===== src/gobou_pkg.sv =====
package gobou_pkg;

  // ==================================================
  // Data path widths and memory sizes
  // ==================================================
  localparam int DWIDTH  = 16;
  localparam int IMGSIZE = 8;
  localparam int NETSIZE = 9;
  localparam int LWIDTH  = 16;
  localparam int QWIDTH  = 4;

  // Weight memory capacity in words
  localparam int NETWORDS = 2 ** NETSIZE;

  typedef logic signed [DWIDTH-1:0]   pixel_t;
  typedef logic signed [2*DWIDTH-1:0] acc_t;
  typedef logic [IMGSIZE-1:0]         img_addr_t;
  typedef logic [NETSIZE-1:0]         net_addr_t;

  // Dense layer setup
  // Weights of output o at o*(total_in+1)+i and the bias right after them
  typedef struct packed {
    logic [LWIDTH-1:0] total_out;
    logic [LWIDTH-1:0] total_in;
    img_addr_t         in_offset;
    img_addr_t         out_offset;
    logic [QWIDTH-1:0] qbits;
    logic              bias_en;
    logic              relu_en;
  } layer_cfg_t;

  typedef struct packed {
    logic      we;
    img_addr_t addr;
    pixel_t    wdata;
  } img_port_t;

endpackage


===== src/gobou_core.sv =====
`timescale 1ns/1ns

module gobou_core (
  input  logic                  clk,
  input  logic                  xrst,
  input  logic                  start,
  input  gobou_pkg::layer_cfg_t cfg,
  output gobou_pkg::net_addr_t  net_raddr,
  input  gobou_pkg::pixel_t     net_rdata,
  output gobou_pkg::img_port_t  img,
  input  gobou_pkg::pixel_t     img_rdata,
  output logic                  busy,
  output logic                  done
);
  import gobou_pkg::*;

  typedef enum logic [1:0] {
    st_idle,
    st_read,
    st_wait
  } state_t;

  state_t            state;
  layer_cfg_t        cfg_q;
  logic [LWIDTH-1:0] i_cnt;
  logic [LWIDTH-1:0] o_cnt;
  net_addr_t         net_ptr;
  img_addr_t         rd_addr;
  img_addr_t         wr_addr;
  logic              rd_v;
  logic              rd_last;
  logic              m_v;
  logic              m_last;
  logic              wr_v;
  acc_t              prod;
  acc_t              acc;
  acc_t              sum;
  acc_t              shifted;
  pixel_t            trunc;
  pixel_t            res;

  // ==================================================
  // Sequencer
  // ==================================================
  always_ff @(posedge clk) begin
    if (state == st_idle && start)
      cfg_q <= cfg;
  end

  always_ff @(posedge clk) begin
    if (!xrst) begin
      state   <= st_idle;
      i_cnt   <= '0;
      o_cnt   <= '0;
      net_ptr <= '0;
      done    <= 1'b0;
    end else begin
      done <= 1'b0;
      case (state)
        st_idle: begin
          if (start) begin
            state   <= st_read;
            i_cnt   <= '0;
            o_cnt   <= '0;
            net_ptr <= '0;
          end
        end
        st_read: begin
          // Weights are packed, so the pointer simply runs on
          net_ptr <= net_ptr + 1'b1;
          if (i_cnt == cfg_q.total_in) begin
            i_cnt <= '0;
            state <= st_wait;
          end else begin
            i_cnt <= i_cnt + 1'b1;
          end
        end
        st_wait: begin
          // Hold off reads while the result owns the image port
          if (wr_v) begin
            if (o_cnt + 1'b1 >= cfg_q.total_out) begin
              state <= st_idle;
              done  <= 1'b1;
            end else begin
              o_cnt <= o_cnt + 1'b1;
              state <= st_read;
            end
          end
        end
        default: state <= st_idle;
      endcase
    end
  end

  assign busy      = state != st_idle;
  assign net_raddr = net_ptr;
  assign rd_addr   = cfg_q.in_offset + i_cnt[IMGSIZE-1:0];

  // ==================================================
  // Multiply-accumulate pipeline
  // ==================================================
  always_ff @(posedge clk) begin
    if (!xrst) begin
      rd_v    <= 1'b0;
      rd_last <= 1'b0;
      m_v     <= 1'b0;
      m_last  <= 1'b0;
      wr_v    <= 1'b0;
      acc     <= '0;
    end else begin
      rd_v    <= state == st_read;
      rd_last <= state == st_read && i_cnt == cfg_q.total_in;
      m_v     <= rd_v;
      m_last  <= rd_last;
      wr_v    <= m_v && m_last;
      if (m_v)
        acc <= m_last ? '0 : sum;
    end
  end

  always_ff @(posedge clk) begin
    // Last word of each output is its bias
    if (rd_last)
      prod <= cfg_q.bias_en ? acc_t'(net_rdata) : '0;
    else
      prod <= img_rdata * net_rdata;
    if (m_v && m_last) begin
      res     <= (cfg_q.relu_en && trunc[DWIDTH-1]) ? '0 : trunc;
      wr_addr <= cfg_q.out_offset + o_cnt[IMGSIZE-1:0];
    end
  end

  // ==================================================
  // Output stage
  // ==================================================
  assign sum     = acc + prod;
  assign shifted = sum >>> cfg_q.qbits;
  assign trunc   = shifted[DWIDTH-1:0];

  always_comb begin
    img.we    = wr_v;
    img.addr  = wr_v ? wr_addr : rd_addr;
    img.wdata = res;
  end

  a_net_fits: assert property (
    @(posedge clk) disable iff (!xrst)
    start |-> 32'(cfg.total_out) * (32'(cfg.total_in) + 32'd1) <= NETWORDS
  );

endmodule


===== config.mk =====
export PLATFORM = sky130hd
export DESIGN_NAME = gobou_core
export DESIGN_NICKNAME = d
export VERILOG_FILES = /design/src/gobou_pkg.sv /design/src/gobou_core.sv
export SDC_FILE = /design/constraint.sdc
export NUM_CORES = 1
export LEC_CHECK = 0
export BUFFER_PORTS_ARGS = -buffer_cell sky130_fd_sc_hd__buf_2
export CAP_MARGIN = 20
export CORE_MARGIN = 4
export CORE_UTILIZATION = 40
export CTS_BUF_LIST = sky130_fd_sc_hd__clkbuf_8
export CTS_CLUSTER_SIZE = 16
export DETAILED_ROUTE_END_ITERATION = 10
export PLACE_DENSITY_LB_ADDON = 0.12
export SYNTH_ARGS = -nofsm -noshare
export SYNTH_HDL_FRONTEND = slang
export SYNTH_SLANG_ARGS = --single-unit

===== constraint.sdc =====
create_clock -name clk -period 8.8 [get_ports clk]
set_input_delay 0 -clock clk [delete_from_list [all_inputs] [get_ports clk]]
set_output_delay 0 -clock clk [all_outputs]
set_load 0.1 [all_outputs]

==> Word-level counts from Yosys, hierarchy flattened <==
Cells that the tools add are included.
{ "totals": {"regBits": 191, "latchBits": 0, "mem_bits_rw": 0, "rom_bits": 0, "out_inout_bits": 36, "memories": 0} }
{ "classes": {"n_addsub": 6, "n_mul": 1, "div": 0, "n_lt_le_gt_ge": 1, "eq_ne": 7, "n_shift": 1, "n_mux": 18, "bitwise": 0, "reduce_logical": 12} }
{ "op_table": {"columns": ["operator", "count"], "rows": [
  ["32-bit 2-to-1 mux", 3],
  ["16-bit 2-to-1 mux", 4],
  ["16-bit case mux with 2 select lines", 2],
  ["16-bit by 1-bit adder with 16-bit output, second input constant", 2],
  ["32-bit adder", 1],
  ["16-bit by 16-bit multiplier with 32-bit output", 1],
  ["32-bit by 4-bit >>> shifter with 16-bit output", 1],
  ["9-bit case mux with 2 select lines", 1],
  ["8-bit adder", 2],
  ["16-bit equality test", 1],
  ["16-bit >= comparator", 1],
  ["9-bit by 1-bit adder with 9-bit output, second input constant", 1],
  ["9-bit 2-to-1 mux", 1],
  ["8-bit 2-to-1 mux", 1],
  ["2-bit inequality test, second input constant", 4],
  ["2-bit 2-to-1 mux", 3],
  ["2-bit case mux with 3 select lines", 1],
  ["3-bit AND reduction", 2],
  ["2-bit nonzero test", 3],
  ["1-bit logical AND", 4],
  ["4-bit AND reduction", 1],
  ["2-bit by 1-bit equality test with 1-bit output, second input constant", 1],
  ["2-bit equality test, second input constant", 1],
  ["2-bit zero test", 1],
  ["other kinds (2)", 3]
]} }

==> Longest topological paths before layout <==
{ "depth": {"ltp_word": 5, "mapped_depth": 25, "mapped_depth_nobuf": 23} }

==> Worst setup path before layout <==
No wires, ideal clock.
{ "synth_path": {"path_type": "input port to flip-flop", "from": "in net_rdata[1]", "to": "reg prod[29]", "setup_time_ns": 0.134, "t_arrival_ns": 5.820, "t_required_ns": 8.666, "path_slack_ns": 2.847, "path_stages": 23, "n_path_buf": 2, "cell_sequence": "clkbuf_1 > nand2_1 > inv_1 > fa_1 > inv_1 > fa_1 > inv_1 > fa_1 > fa_1 > fa_1 > inv_1 > fa_1 > inv_1 > ha_1 > clkbuf_1 > and3_1 > and4_1 > a21bo_2 > a31oi_1 > or4_1 > a31oi_1 > xor2_1 > o21ai_0"} }
{ "synth_between": {"elab_chain_cells": 2} }
{ "synth_lines": {"columns": ["item", "line", "source"], "rows": [
  ["start, declared", "gobou_core.sv:9", "input gobou_pkg::pixel_t net_rdata,"],
  ["16-bit by 16-bit multiplier with 32-bit output", "gobou_core.sv:126", "prod <= img_rdata * net_rdata;"],
  ["32-bit 2-to-1 mux", "gobou_core.sv:123", "if (rd_last)"],
  ["end signal, assigned", "gobou_core.sv:124", "prod <= cfg_q.bias_en ? acc_t'(net_rdata) : '0;"],
  ["end signal, assigned", "gobou_core.sv:126", null],
  ["end, declared", "gobou_core.sv:35", "acc_t prod;"]
]} }
No other way between the ends.
A chain may end at the register's enable or synchronous reset.

==> Worst setup path in the final report <==
{ "layout_path": {"from": "in net_rdata[2]", "to": "reg prod[29]"} }
Same word-level chain as after synthesis.

==> results.cfg <==
[setup_path]
crit_start = net_rdata[2]
cp_slowest_cell = fa_1
path_max_fanout = 17
crit_path_start_kind = input pin
worstPathCellList = dlygate4sd3_1 -> buf_2 -> nand2_1 -> inv_1 -> fa_1 -> inv_1 -> fa_1 -> inv_1 -> fa_1 -> fa_1 -> fa_1 -> inv_1 -> fa_1 -> inv_1 -> ha_1 -> and3_1 -> and4_1 -> a21bo_2 -> a31oi_1 -> or4_1 -> a31oi_1 -> xor2_1 -> o21ai_0
critical_path.most_common_cell = fa_1
critical_path_class = in2reg
r2r-start = o_cnt[0]
end_kind = register
reg2regPathDepth = 14
crit_required_ns = 9.15
max_stage_delay_ns = 0.68
crit_arrival_ns = 6.72

[drt]
viasPerCell = 5.11
drt-total-wl_um = 52000
drcViolationCount = 0
drtIter0Drc = 851
postRouteAntennaNets = 0
wl_per_cell_um = 16.9
num_vias = 15776
firstDrtPassIters = 6

[synth]
synth_top_area_share_pct = 25.0
syn_inst = 2273
synth-seq-cells = 189
avgSynthCellArea_sq_um = 9.12
yosys_warnings = 0
synth_edf_count = 78
synth_nets = 2764
synthTopCellsByArea = fa_1, edfxtp_1, dfxtp_1
synth_top_flop_cell = dfxtp_1
synth.cells.most_frequent = inv_1, fa_1, nand2_1, nor2_1, ha_1
yosysMostFrequentCell = inv_1
yosysSeqAreaShare_pct = 22.0
yosys.cell_types.count = 86
synthArstFlopShare_pct = 0
syn_area_sq_um = 20700
yosys.area.top_type = fa_1

[finish]
drive_gt1_share_pct = 9.57
final_nets = 2882
area_growth_pct = 11.0
multiInputGateArea_sq_um = 14500
fill_cells = 5116
final-seq-area_sq_um = 4560

[outcome]
status = finished, final reports clean

[place]
numPortBuffers = 124
dp_hpwl_um = 41600
gp_congestion = 0.853

[clock_network]
clockRootBuffer = clkbuf_8
cts_resized = 0
clk_latency_ns = 0.51
cts.clk_slew.worst_paths_ns = 0.10
tritoncts = yes
clockBufferDepth = 2
cts_buffers = 17
h-tree-depth = 4
ctsHoldBuffers = 68
post_cts_buffers = 0
cts_sinks = 189

[floorplanning]
coreArea_sq_um = 51300
die_x_um = 236
die_area_sq_um = 55500
boundaryPins = 125
rows = 83
fp.dieH_um = 236
start_util_pct = 40.4

[grt]
antenna_found_initial = 0
grt_overflow = 0
grt_usage_pct = 18.9
grt_pass1_vias = 16252
grt_pass1_wl_um = 86600
grt_start_max_net_pins = 63

[timing]
tns_ns = 0
final-setup-viol-count = 0
fin_skew_ns = 0.0165
max-slew-margin-rel_pct = 30.1
period_share_pct = 72.4
period_minus_slack_ns = 6.37
rsz0062_at_grt = no
max_freq_mhz = 157
drv_slew = 0
timing_hold_violations_final = 0
worst_pin_slew_ns = 1.05

[power_and_ir_drop]
peakVddDrop_v = 0.000418
p_leak_uw = 0.0104
finalPower_uw = 9400
power_density_nw_per_um2 = 409

[worst_hold_path]
hp-start = net_rdata[3]
min_path_cells = 3
min_path_type = in2reg

[run]
maxCapViolCount = 0
==> layout by cell type (no fill, tap or decap), types with 76 or more instances in the layout <==
| master | instances |
|---|---|
| xnor2_1 | 76 |
| dfxtp_1 | 111 |
| nor2_1 | 145 |
| a21oi_1 | 104 |
| edfxtp_1 | 78 |
| nand2_1 | 207 |
| inv_1 | 334 |
| o21ai_0 | 94 |
| ha_1 | 143 |
| and2_1 | 132 |
| fa_1 | 259 |
| buf_2 | 124 |
==> through the flow <==
stage	area [sq um]	utilization, %	hold slack, ns	setup slack [ns]	std cells
finish	23000	44.8	0.0883	2.43	3085
floorplan	20700	-	0.0989	2.85	2273
global route	23000	44.8	0.0564	2.09	3084
detailed placement	21900	42.6	0.178	2.34	2983
global placement	21800	42.6	0.178	2.50	2982
CTS	23000	44.8	0.0204	2.46	3083
==> worst max-delay path, delay by kind of cell <==
kind,cells,cell delay (ns)
fa+ha+maj,7,3.55
buf+inv,7,1.34
simple gates,4,1.04
compound gates,4,0.60
xor+xnor,1,0.18
==> worst paths after layout <==
path / end / slack (ns)
worst min register to register: m_v / 0.45
worst min-delay path: prod[3] / 0.09
worst max register to register: o_cnt[5] / 4.35
worst max-delay path: prod[29] / 2.43
==> state kept, by name, indices dropped and copies added (netlist names), 8 cells and up <==
| name | count |
|---|---|
| cfg_q | 54 |
| acc | 31 |
| prod | 31 |
| i_cnt | 16 |
| o_cnt | 16 |
| res | 16 |
| net_raddr | 9 |
| wr_addr | 8 |
==> layer usage <==
layer	global-route usage, %	wire length, um	part of all wire (%)
met1	28.1	25900	50
met2	30.0	23400	45
met3	1.89	1990	3.8
met4	4.41	797	1.5
met5	0	0	0
==> logic make-up after synthesis <==
family	count (synthesis)	share of synthesized area, %
mux	33	2.18
simple gates	691	16.3
compound gates	413	13.3
fa+ha+maj	402	33.7
flops	189	22.0
xor+xnor	103	4.39
buf+inv	442	8.13
==> cell type report <==
type	instances	share of cell area, %
Multi-Input combinational cell	1642	62.9
Sequential cell	189	19.8
Timing Repair Buffer	203	6.07
Inverter	338	5.52
Tap cell	680	3.70
Clock buffer	18	1.08
Clock inverter	14	0.854
Antenna cell	1	0.0109
==> where the power goes <==
group / total (uW) / leakage, uW / internal [uW] / switching [uW]
sequential: 1210 / 0.00165 / 1150 / 63.5
combinational: 7550 / 0.00854 / 3300 / 4250
clock: 636 / 0.000218 / 300 / 337
Note: power is estimated with default switching activity, not from simulation.
