===== src/ninjin_pkg.sv =====
package ninjin_pkg;

  // ==================================================
  // Host bus
  // ==================================================
  localparam int addr_bits = 12;
  localparam int word_bits = 32;

  typedef logic [addr_bits-1:0] addr_t;
  typedef logic [word_bits-1:0] word_t;

  // Register offsets
  localparam addr_t reg_ctrl       = 12'h000;
  localparam addr_t reg_shape      = 12'h004;
  localparam addr_t reg_opt        = 12'h008;
  localparam addr_t reg_in_offset  = 12'h00C;
  localparam addr_t reg_out_offset = 12'h010;

  // Memory windows with one 32-bit word per entry
  localparam addr_t img_win_base  = 12'h400;
  localparam int    img_win_words = 256;
  localparam addr_t net_win_base  = 12'h800;
  localparam int    net_win_words = 512;

  // CTRL fields
  localparam int ctrl_start_bit = 0;
  localparam int ctrl_busy_bit  = 0;
  localparam int ctrl_done_bit  = 1;

  // OPT fields with qbits in the low nibble
  localparam int opt_bias_bit = 4;
  localparam int opt_relu_bit = 5;

endpackage


===== src/gobou_pkg.sv =====
package gobou_pkg;

  // ==================================================
  // Data path widths and memory sizes
  // ==================================================
  localparam int DWIDTH  = 16;
  localparam int IMGSIZE = 8;
  localparam int NETSIZE = 9;
  localparam int LWIDTH  = 16;
  localparam int QWIDTH  = 4;

  // Weight memory capacity in words
  localparam int NETWORDS = 2 ** NETSIZE;

  typedef logic signed [DWIDTH-1:0]   pixel_t;
  typedef logic signed [2*DWIDTH-1:0] acc_t;
  typedef logic [IMGSIZE-1:0]         img_addr_t;
  typedef logic [NETSIZE-1:0]         net_addr_t;

  // Dense layer setup
  // Weights of output o at o*(total_in+1)+i and the bias right after them
  typedef struct packed {
    logic [LWIDTH-1:0] total_out;
    logic [LWIDTH-1:0] total_in;
    img_addr_t         in_offset;
    img_addr_t         out_offset;
    logic [QWIDTH-1:0] qbits;
    logic              bias_en;
    logic              relu_en;
  } layer_cfg_t;

  typedef struct packed {
    logic      we;
    img_addr_t addr;
    pixel_t    wdata;
  } img_port_t;

endpackage


===== src/ninjin_regs.sv =====
`timescale 1ns/1ns

module ninjin_regs (
  input  logic                  clk,
  input  logic                  xrst,
  input  logic                  psel,
  input  logic                  penable,
  input  logic                  pwrite,
  input  ninjin_pkg::addr_t     paddr,
  input  ninjin_pkg::word_t     pwdata,
  output ninjin_pkg::word_t     prdata,
  output logic                  pready,
  output logic                  pslverr,
  input  logic                  busy,
  input  logic                  done,
  input  gobou_pkg::pixel_t     img_rdata,
  output gobou_pkg::layer_cfg_t cfg,
  output logic                  start,
  output gobou_pkg::img_port_t  host_img,
  output logic                  host_img_rd,
  output logic                  net_we,
  output gobou_pkg::net_addr_t  net_waddr,
  output gobou_pkg::pixel_t     net_wdata
);
  import ninjin_pkg::*;
  import gobou_pkg::*;

  logic  access;
  logic  reg_hit;
  logic  img_hit;
  logic  net_hit;
  logic  win_err;
  logic  img_rd_ok;
  logic  reg_wr;
  logic  rd_wait;
  logic  done_flag;
  word_t reg_rdata;

  // ==================================================
  // Address decode
  // ==================================================
  assign access    = psel && penable;
  assign img_hit   = paddr >= img_win_base && paddr < img_win_base + 4 * img_win_words;
  assign net_hit   = paddr >= net_win_base && paddr < net_win_base + 4 * net_win_words;
  // Net window is write-only and both windows belong to the core while busy
  assign win_err   = (img_hit && busy) || (net_hit && (busy || !pwrite));
  assign img_rd_ok = img_hit && !pwrite && !busy;
  assign reg_wr    = access && pwrite && reg_hit;

  always_comb begin
    reg_hit   = 1'b1;
    reg_rdata = '0;
    case (paddr)
      reg_ctrl: begin
        reg_rdata[ctrl_busy_bit] = busy;
        reg_rdata[ctrl_done_bit] = done_flag;
      end
      reg_shape: reg_rdata = {cfg.total_out, cfg.total_in};
      reg_opt: begin
        reg_rdata[QWIDTH-1:0]   = cfg.qbits;
        reg_rdata[opt_bias_bit] = cfg.bias_en;
        reg_rdata[opt_relu_bit] = cfg.relu_en;
      end
      reg_in_offset:  reg_rdata[IMGSIZE-1:0] = cfg.in_offset;
      reg_out_offset: reg_rdata[IMGSIZE-1:0] = cfg.out_offset;
      default: reg_hit = 1'b0;
    endcase
  end

  // Image reads take one wait cycle for the synchronous buffer
  assign pready  = access && (!img_rd_ok || rd_wait);
  assign pslverr = access && (win_err || !(reg_hit || img_hit || net_hit));
  assign prdata  = rd_wait ? word_t'(img_rdata) : reg_rdata;

  // ==================================================
  // Memory windows
  // ==================================================
  always_comb begin
    host_img.we    = access && pwrite && img_hit && !busy;
    host_img.addr  = paddr[IMGSIZE+1:2];
    host_img.wdata = pwdata[DWIDTH-1:0];
  end

  assign host_img_rd = access && img_rd_ok && !rd_wait;
  assign net_we      = access && pwrite && net_hit && !busy;
  assign net_waddr   = paddr[NETSIZE+1:2];
  assign net_wdata   = pwdata[DWIDTH-1:0];

  // ==================================================
  // Registers and run control
  // ==================================================
  always_ff @(posedge clk) begin
    if (!xrst) begin
      cfg       <= '0;
      start     <= 1'b0;
      done_flag <= 1'b0;
      rd_wait   <= 1'b0;
    end else begin
      rd_wait <= host_img_rd;
      // Second start before busy shows up is dropped as well
      start   <= reg_wr && paddr == reg_ctrl && pwdata[ctrl_start_bit] && !busy && !start;
      if (start)
        done_flag <= 1'b0;
      else if (done)
        done_flag <= 1'b1;
      if (reg_wr) begin
        case (paddr)
          reg_shape: begin
            cfg.total_out <= pwdata[2*LWIDTH-1:LWIDTH];
            cfg.total_in  <= pwdata[LWIDTH-1:0];
          end
          reg_opt: begin
            cfg.qbits   <= pwdata[QWIDTH-1:0];
            cfg.bias_en <= pwdata[opt_bias_bit];
            cfg.relu_en <= pwdata[opt_relu_bit];
          end
          reg_in_offset:  cfg.in_offset  <= pwdata[IMGSIZE-1:0];
          reg_out_offset: cfg.out_offset <= pwdata[IMGSIZE-1:0];
          default: ;
        endcase
      end
    end
  end

  a_no_start_busy: assert property (
    @(posedge clk) disable iff (!xrst) start |-> !busy
  );

endmodule


===== config.mk =====
export PLATFORM = sky130hd
export DESIGN_NAME = ninjin_regs
export DESIGN_NICKNAME = d
export VERILOG_FILES = /design/src/ninjin_pkg.sv /design/src/gobou_pkg.sv /design/src/ninjin_regs.sv
export SDC_FILE = /design/constraint.sdc
export NUM_CORES = 1
export LEC_CHECK = 0
export BUFFER_PORTS_ARGS = -buffer_cell sky130_fd_sc_hd__buf_4
export CORE_ASPECT_RATIO = 0.75
export CORE_MARGIN = 3
export CORE_UTILIZATION = 44
export DETAILED_ROUTE_END_ITERATION = 6
export PLACE_DENSITY = 0.88
export REMOVE_ABC_BUFFERS = 1
export SKIP_CTS_REPAIR_TIMING = 1
export SYNTH_ARGS = -nofsm -noshare
export SYNTH_HDL_FRONTEND = slang
export SYNTH_SLANG_ARGS = --single-unit

===== constraint.sdc =====
create_clock -name clk -period 2.1 [get_ports clk]
set_input_delay 0.21 -clock clk [delete_from_list [all_inputs] [get_ports clk]]
set_output_delay 0.21 -clock clk [all_outputs]
set_load 0.005 [all_outputs]

# After elaboration in Yosys (flattened, before gate mapping)
# Index checks and enable logic that the tools add are counted.
[classes]
magnitude_cmp = 3
eq_ne = 4
n_mux = 6
n_bitwise = 1
n_reduce_logical = 39
[op_table]
columns = ["op", "count"]
rows = [
  ["32-bit two-way mux", 1],
  ["12-bit by 4-bit == test with 1-bit output (second input constant)", 2],
  ["24-bit two-way mux", 1],
  ["1-bit logical AND", 20],
  ["4-bit one-hot mux with 4 select lines", 1],
  ["12-bit by 3-bit == test with 1-bit output (second input constant)", 1],
  ["12-bit by 5-bit == test with 1-bit output (second input constant)", 1],
  ["12-bit by 11-bit >= comparator with 1-bit output (second input constant)", 1],
  ["12-bit >= comparator (second input constant)", 1],
  ["12-bit logical NOT", 1],
  ["12-bit < comparator (second input constant)", 1],
  ["2-bit one-hot mux with 5 select lines", 1],
  ["2-bit AND reduction", 4],
  ["1-bit logical NOT", 6],
  ["1-bit logical OR", 6],
  ["2-bit one-hot mux with 3 select lines", 1],
  ["5-bit OR reduction", 1],
  ["2-bit OR reduction", 1],
  ["1-bit two-way mux", 1],
  ["1-bit NOT", 1],
]
[word_totals]
ff_bits = 57
output_inout_bits = 141
wordCells = 63

# Longest topological paths before layout
# Gate-level depths: netlist of the first run.
[logic_depth]
ltp_word = 8
mapped_depth = 7
mapped_depth_nobuf = 4

# Worst setup path before layout of the first run
# OpenSTA, ideal clock, no wires.
[synth_path]
path_kind = "input to output"
start = "input port paddr[9]"
end = "output port prdata[3]"
arrival_ns = 1.815
t_required_ns = 1.890
setup_slack_ns = 0.075
cell_stages = 6
n_path_buf = 2
path_cell_list = "or4_4 > buf_6 > or4_4 > buf_6 > a2bb2oi_1 > a22oi_1"
[synth_between]
elab_chain_len = 3
[synth_lines]
columns = ["item", "line_no", "text"]
rows = [
  ["from (decl)", "ninjin_regs.sv:9", "input ninjin_pkg::addr_t paddr,"],
  ["12-bit by 5-bit == test with 1-bit output (tied with other cells)", "ninjin_regs.sv:53", "case (paddr)"],
  ["4-bit one-hot mux with 4 select lines *", "ninjin_regs.sv:53", ""],
  ["32-bit two-way mux *", "ninjin_regs.sv:73", "assign prdata = rd_wait ? word_t'(img_rdata) : reg_rdata;"],
  ["to (decl)", "ninjin_regs.sv:11", "output ninjin_pkg::word_t prdata,"],
]
# Mark *: on every way between the ends. The rest lies on a longest branch, timed or not.

# Worst setup path in the final report of the first run
[layout_path]
start = "input port paddr[11]"
end = "output port prdata[4]"
# Same word-level chain as after synthesis.

==> results of run 1 <==
[registers in the layout, summed over array words and instances, names as in the netlist]
| name | cells |
|---|---|
| rd_wait | 1 |
| start | 1 |
| cfg | 54 |
| done_flag | 1 |
[per-layer routing]
| layer | share of wire (%) | routed length, µm | up-vias |
|---|---|---|---|
| met2 | 47 | 5810 | 209 |
| met3 | 10 | 1250 | 11 |
| met1 | 41 | 5090 | 1840 |
| met5 | 0 | 0 | - |
| met4 | 0.88 | 108 | 0 |
| li1 | - | - | 1858 |
[logic make-up after synthesis]
family / Yosys count / synth area share, %
AO/OA/AOI/OAI: 140 / 25.6
flip-flops: 57 / 32.4
multiplexers: 17 / 5.29
AND/OR/NAND/NOR: 139 / 21.1
buffers and inverters: 88 / 15.6
[critical path: stages]
cell       delay (ns)
buf_6            0.10
or4_4            0.55
or4_4            0.59
a2bb2oi_2        0.15
a22oi_1          0.22
buf_4            0.15
[cell type report]
| class | count | area (µm²) | share of cell area (%) |
|---|---|---|---|
| inverter | 2 | 7.51 | 0.144 |
| tap | 101 | 126 | 2.43 |
| sequential | 57 | 1140 | 21.9 |
| timing repair buffer | 238 | 1810 | 34.7 |
| multi-input combinational | 296 | 1870 | 36.0 |
| clock buffer | 11 | 141 | 2.72 |
| clock inverter | 5 | 103 | 1.97 |
[worst max path at each step]
stage	endpoint	slack (ns)	cells after the start
6_report	prdata[4]	-0.09	6
5_1_grt	prdata[4]	-0.07	6
4_1_cts	prdata[3]	-0.08	8
3_5_place_dp	prdata[7]	-0.07	8
3_3_place_gp	prdata[3]	-0.06	7
2_1_floorplan	cfg[10]$_SDFFE_PN0P_	-0.63	4
[where the power goes]
group          leakage, nW  total (mW)  switching, mW  internal (mW)
clock network        0.120        1.26          0.445          0.819
logic                 1.77       0.339          0.150          0.189
registers            0.459        1.08       0.000785           1.08
total                 2.35        2.69          0.595           2.09
[cells in the mapped netlist (all sizes together)]
| cell type | instances | area share (%) |
|---|---|---|
| nand3 | 51 | 7.2 |
| a31oi | 1 | 0.18 |
| nand2b | 3 | 0.53 |
| nor2 | 7 | 0.75 |
| nand4 | 5 | 0.89 |
| a21o | 17 | 3.6 |
| inv | 2 | 0.21 |
| a2bb2oi | 2 | 0.50 |
| dfxtp | 57 | 32 |
| or3b | 1 | 0.25 |
| a21boi | 47 | 10 |
| nor4 | 5 | 1.9 |
| a311oi | 1 | 0.25 |
| nor3b | 2 | 0.43 |
| a22oi | 3 | 0.64 |
| mux4 | 1 | 0.64 |
| and4 | 2 | 0.50 |
| o22a | 1 | 0.25 |
| clkbuf | 28 | 3.3 |
| and2 | 2 | 0.35 |
| nor4b | 2 | 0.50 |
| and3 | 2 | 0.35 |
| mux2i | 13 | 3.7 |
| buf | 58 | 12 |
| nand2 | 42 | 4.5 |
| or2 | 1 | 0.18 |
| or4 | 2 | 0.64 |
| mux2 | 3 | 0.96 |
| o32ai | 1 | 0.25 |
| a32oi | 4 | 0.99 |
| nor2b | 2 | 0.35 |
| or3 | 2 | 0.39 |
| nor3 | 6 | 0.85 |
| o21ai | 59 | 8.4 |
| and3b | 1 | 0.25 |
| a21oi | 4 | 0.57 |
| or4b | 1 | 0.28 |
[layout by cell type, fill, tap and decap left out, types with 2 or more instances in the layout]
| cell type | instances |
|---|---|
| nor4_1 | 2 |
| o21ai_1 | 2 |
| mux2i_1 | 13 |
| a21o_1 | 17 |
| a22oi_1 | 2 |
| a21oi_1 | 4 |
| o21ai_0 | 57 |
| mux2_2 | 3 |
| nand3_1 | 51 |
| nor3b_1 | 2 |
| clkbuf_8 | 10 |
| nor3_1 | 6 |
| and4_1 | 2 |
| nor2_1 | 6 |
| buf_4 | 235 |
| and3_1 | 2 |
| bufinv_16 | 3 |
| buf_6 | 2 |
| a21boi_0 | 46 |
| dfxtp_1 | 57 |
| nor4_4 | 3 |
| a2bb2oi_2 | 2 |
| inv_1 | 2 |
| nand4_1 | 5 |
| nor2b_1 | 2 |
| nand2b_1 | 3 |
| a32oi_1 | 4 |
| nand2_1 | 42 |
| or4_4 | 2 |
[metrics by stage]
| stage | util [%] | power [mW] | instances |
|---|---|---|---|
| 3_3_place_gp | 65.0 | 1.44 | 694 |
| 5_1_grt | 68.7 | 2.78 | 710 |
| 2_1_floorplan | - | 1.17 | 355 |
| 4_1_cts | 68.2 | 2.70 | 710 |
| 6_report | 68.7 | 2.69 | 710 |
| 3_5_place_dp | 65.0 | 1.44 | 694 |
==> run metrics, run 1 <==
status=complete, but fails checks; failing checks=setup timing; Die X-Extent=roughly 110 µm; leak pwr=between 2 and 2.5 nW; clock edge transition at the registers on the reported setup and hold paths=0.07 ns; Reg2Reg Depth=4; I/O Buffers=just over 200; Syn Inst Count=441; worst r2r dst=rd_wait$_SDFF_PN0_; DRT iter0 DRCs=288; die area=9130 µm²; worst hold start=pwdata[18]; Vias=3918; Finish-stage setup viols=2; Synth Register Bits=57; WHS=0.137 ns; worst skew pair latency=about 0.33 ns; routing usage on met1=roughly a third; row count=27; critical path type=input pin to output pin; f_max=457 MHz; worst reg2reg startpoint=rd_wait$_SDFF_PN0_; Mapped Area=3520 µm²; largest net degree at the start of global routing=39; Peak supply drop=around 0.00038 V; DIE HEIGHT=between 80 and 90 µm; crit path DAT=around 2.0 ns; worst-path fanout max=3; DRC Markers=0; CP endpoint kind=output pin; initial antenna violation count=0; # diodes=0; Max Slew Vio Count=0; via count of the first global-routing pass=about 3.7k; internal reg-to-reg setup slack=approximately 0.75 ns; placed inst area=4920 µm²; busiest layer in global routing=met2; Max transition margin=about 66%; Final Hold Viols=0; M3 GR Usage=under 10%; Final WS setup=-0.0876 ns; TritonCTS Buffers=9; post-place setup slack=-0.0702 ns; global-route wire length before repair=approximately 19000 µm; hold path cells=3; met2 GRT Util=42.4%; Seq/Total Area, Yosys=32.4%; total global routing overflow=0; data required time of the worst path=1.89 ns; Finished Cell Area=5200 µm²; end of the worst hold path=cfg[40]$_SDFFE_PN0P_; startpoint types=input pin; routed wire length=between 10000 and 15000 µm; Avg WL per Cell=17.3 µm; vias per cell=5.52; Syn-to-layout area delta=47.5%; Power Dens Cells=between 500 and 600 nW/µm²; maximum root-to-sink buffer count=2; Crit. Startpoint=paddr[11]; total of max-cap violations=0; TritonRoute pass-1 iters=5; Avg Cell Area, Syn=about 8.0 µm²; fin crit share=104%; core area=around 7600 µm²; yosys warns=0; fin nets=between 600 and 700; # fillers=roughly 590; DRT antenna net count=0; CTS Sinks=57; num ports=about 210; CTS Root Cell=clkbuf_8; Setup TNS=-0.103 ns; Clock Skew=~0.00021 ns; worst slew pin tran=slightly above 0.5 ns; Starting Density=a little under half; htree depth=3; share of cells above drive strength 1=approximately 45%; min-delay worst type=input pin to register; Synth cell types=45; Final Critical Period=2.19 ns; RSZ-0062 raised after global routing=yes; dpl hpwl=between 9000 and 10000 µm; CTS tree=built; routability cong.=about 0.93; GRT Total Usage=between 20% and 30%
Note: power is estimated with default switching activity, not from simulation.
==> run 2: changes to the inputs <==
--- a/config.mk
+++ b/config.mk
@@ -10,7 +10,7 @@
 export CORE_MARGIN = 3
 export CORE_UTILIZATION = 44
 export DETAILED_ROUTE_END_ITERATION = 6
-export PLACE_DENSITY = 0.88
+export PLACE_DENSITY = 0.81
 export REMOVE_ABC_BUFFERS = 1
 export SKIP_CTS_REPAIR_TIMING = 1
 export SYNTH_ARGS = -nofsm -noshare
==> run 2 against run 1 <==
Effect of this change: the flow still finishes with violations (setup timing); clock skew is essentially flat; die area is the same; via count decreased by 1.5%; global-route usage about the same; sequential share of layout area about the same; register-to-register slack about the same; critical path type unchanged; critical endpoint unchanged; highest routed layer unchanged.
==> run metrics, run 2 (synthesis results as in run 1) <==
DRC Markers=0; Sw Ratio=between 20% and 30%; largest net degree at the start of global routing=41; worst reg2reg startpoint=rd_wait$_SDFF_PN0_; dpl hpwl=a little over 9000 µm; stages on the worst setup path=6; Biggest register=cfg; critical path type=input pin to output pin; fin crit share=102%; DRT iter0 DRCs=255; commonest non-fill, non-tap cells in the layout=buf_4 (237), o21ai_0 (57), dfxtp_1 (57), nand3_1 (50), a21boi_0 (46); Final WS setup=-0.0458 ns; TritonRoute pass-1 iters=5; Max transition margin=between 60% and 70%; # diodes=0; I/O Buffers=a little over 200; CP most frequent cell=or4_4; Reg2Reg Depth=4; clock power share=a little under half; worst-path fanout max=4; Vias=around 3.9k; Crit. Startpoint=paddr[10]; worst path bufs/invs=2; via count of the first global-routing pass=~3.6k; TritonCTS Buffers=9; Syn-to-layout area delta=47.9%; cell family with most CP delay=simple AND/OR/NAND/NOR gates; clock edge transition at the registers on the reported setup and hold paths=around 0.070 ns; CTS Root Cell=clkbuf_8; Die X-Extent=roughly 110 µm; startpoint types=input pin; Placed Instances=a little under 700; global-route wire length before repair=between 15000 and 20000 µm; initial antenna violation count=0; Final Critical Period=around 2.1 ns; Max Slew Vio Count=0; GRT Total Usage=25.8%; share of cells above drive strength 1=45.3%; Power Dens Cells=between 500 and 600 nW/µm²; Final Hold Viols=0; routed wire length=around 12000 µm; internal reg-to-reg setup slack=~0.75 ns; failing checks=setup timing; routability cong.=0.910; CP endpoint kind=output pin; total of max-cap violations=0; core area=7570 µm²; row count=27; vias per cell=approximately 5.4; crit path DAT=a little under 2 ns; Finish-stage setup viols=1; CTS tree=built; die area=just over 9000 µm²; Starting Density=46.6%; Slowest-stage cell, CP=or4_4; Clock Skew=0.000189 ns; leak pwr=2.36 nW; critical-path cell list=buf_6, or4_4, or4_4, a2bb2oi_2, a22oi_1, buf_4; maximum root-to-sink buffer count=2; max reg flops=54; worst r2r dst=rd_wait$_SDFF_PN0_; CTS Sinks=57; worst skew pair latency=between 0.3 and 0.4 ns; data required time of the worst path=~1.9 ns; sw power=slightly above 0.6 mW; DRT antenna net count=0; status=complete, but fails checks; Seq pwr share=around two fifths; worst slew pin tran=0.448 ns; # fillers=650; Peak supply drop=0.000329 V; RSZ-0062 raised after global routing=yes; f_max=approximately 470 MHz; num ports=~210; logic gate share of total power=between 10% and 20%; Slowest Stage Delay on Critical Path=0.60 ns; total global routing overflow=0; post-place setup slack=-0.0634 ns; Avg WL per Cell=17.4 µm; fin nets=between 600 and 700; worst hold start=pwdata[30]; htree depth=3; Post-Layout Cell Count=712; most common cell after layout, fill and taps aside=buf_4; end of the worst hold path=cfg[52]$_SDFFE_PN0P_; Pint=between 2 and 2.5 mW; min-delay worst type=input pin to register; hold path cells=3; DIE HEIGHT=around 84 µm
## run 2: changes by cell type in the layout (fill, tap and decap cells not counted)
| cell | change |
|---|---|
| nand3_2 | +1 |
| clkbuf_1 | -1 |
| bufinv_16 | -1 |
| nand3_1 | -1 |
| clkbuf_8 | +1 |
| clkinv_2 | +1 |
| buf_4 | +2 |
| nor4_1 | -1 |
| nor4_2 | +1 |
## run 2: through the flow
step                      hold WS, ns  instance area [µm²]  utilization, %  TNS [ns]  total power, mW
after floorplan                 0.287                 2980               -    -11.68             1.17
after global placement          0.466                 4910            64.9    -0.223             1.44
after detailed placement        0.473                 4910            64.9    -0.191             1.44
after CTS                       0.131                 5140            67.9    -0.241             2.61
after global routing            0.148                 5210            68.9    -0.116             2.70
final                           0.137                 5210            68.9   -0.0458             2.61
## run 2: per-layer routing
metal | wire length [µm] | track usage [%]
met1 | 5150 | 34.5
met2 | 5930 | 40.7
met3 | 1250 | 7.73
met4 | 94 | 5.66
met5 | 0 | 0
## run 2: area by class of cell
| class | count | area [µm²] | share of cell area [%] |
|---|---|---|---|
| clock buffers | 11 | 151 | 2.91 |
| clock inverters | 5 | 77.6 | 1.49 |
| well taps | 101 | 126 | 2.42 |
| repair buffers | 240 | 1820 | 35.0 |
| flip-flops and latches | 57 | 1140 | 21.9 |
| inverters | 2 | 7.51 | 0.144 |
| multi-input cells | 296 | 1890 | 36.2 |
## run 2: worst max-delay path by stage
stage / to / slack, ns
after floorplan: cfg[10]$_SDFFE_PN0P_ / -0.63
after global placement: prdata[4] / -0.07
after detailed placement: prdata[4] / -0.06
after CTS: prdata[4] / -0.07
after global routing: prdata[4] / -0.07
final: prdata[4] / -0.05
## run 2: worst register-to-register path, cell delays in order, from the launching register on
cell and delay (ns):
dfxtp_1 0.34, buf_4 0.25, nor4_1 0.36, nor2b_1 0.21
and2_1 0.13
## run 2: power groups by stage
stage          combinational (mW)  clock (mW)  sequential, mW
2_1_floorplan              0.0591           0            1.11
3_3_place_gp                0.329           0            1.11
3_5_place_dp                0.332           0            1.11
4_1_cts                     0.334        1.20            1.08
5_1_grt                     0.368        1.25            1.08
6_report                    0.341        1.18            1.08
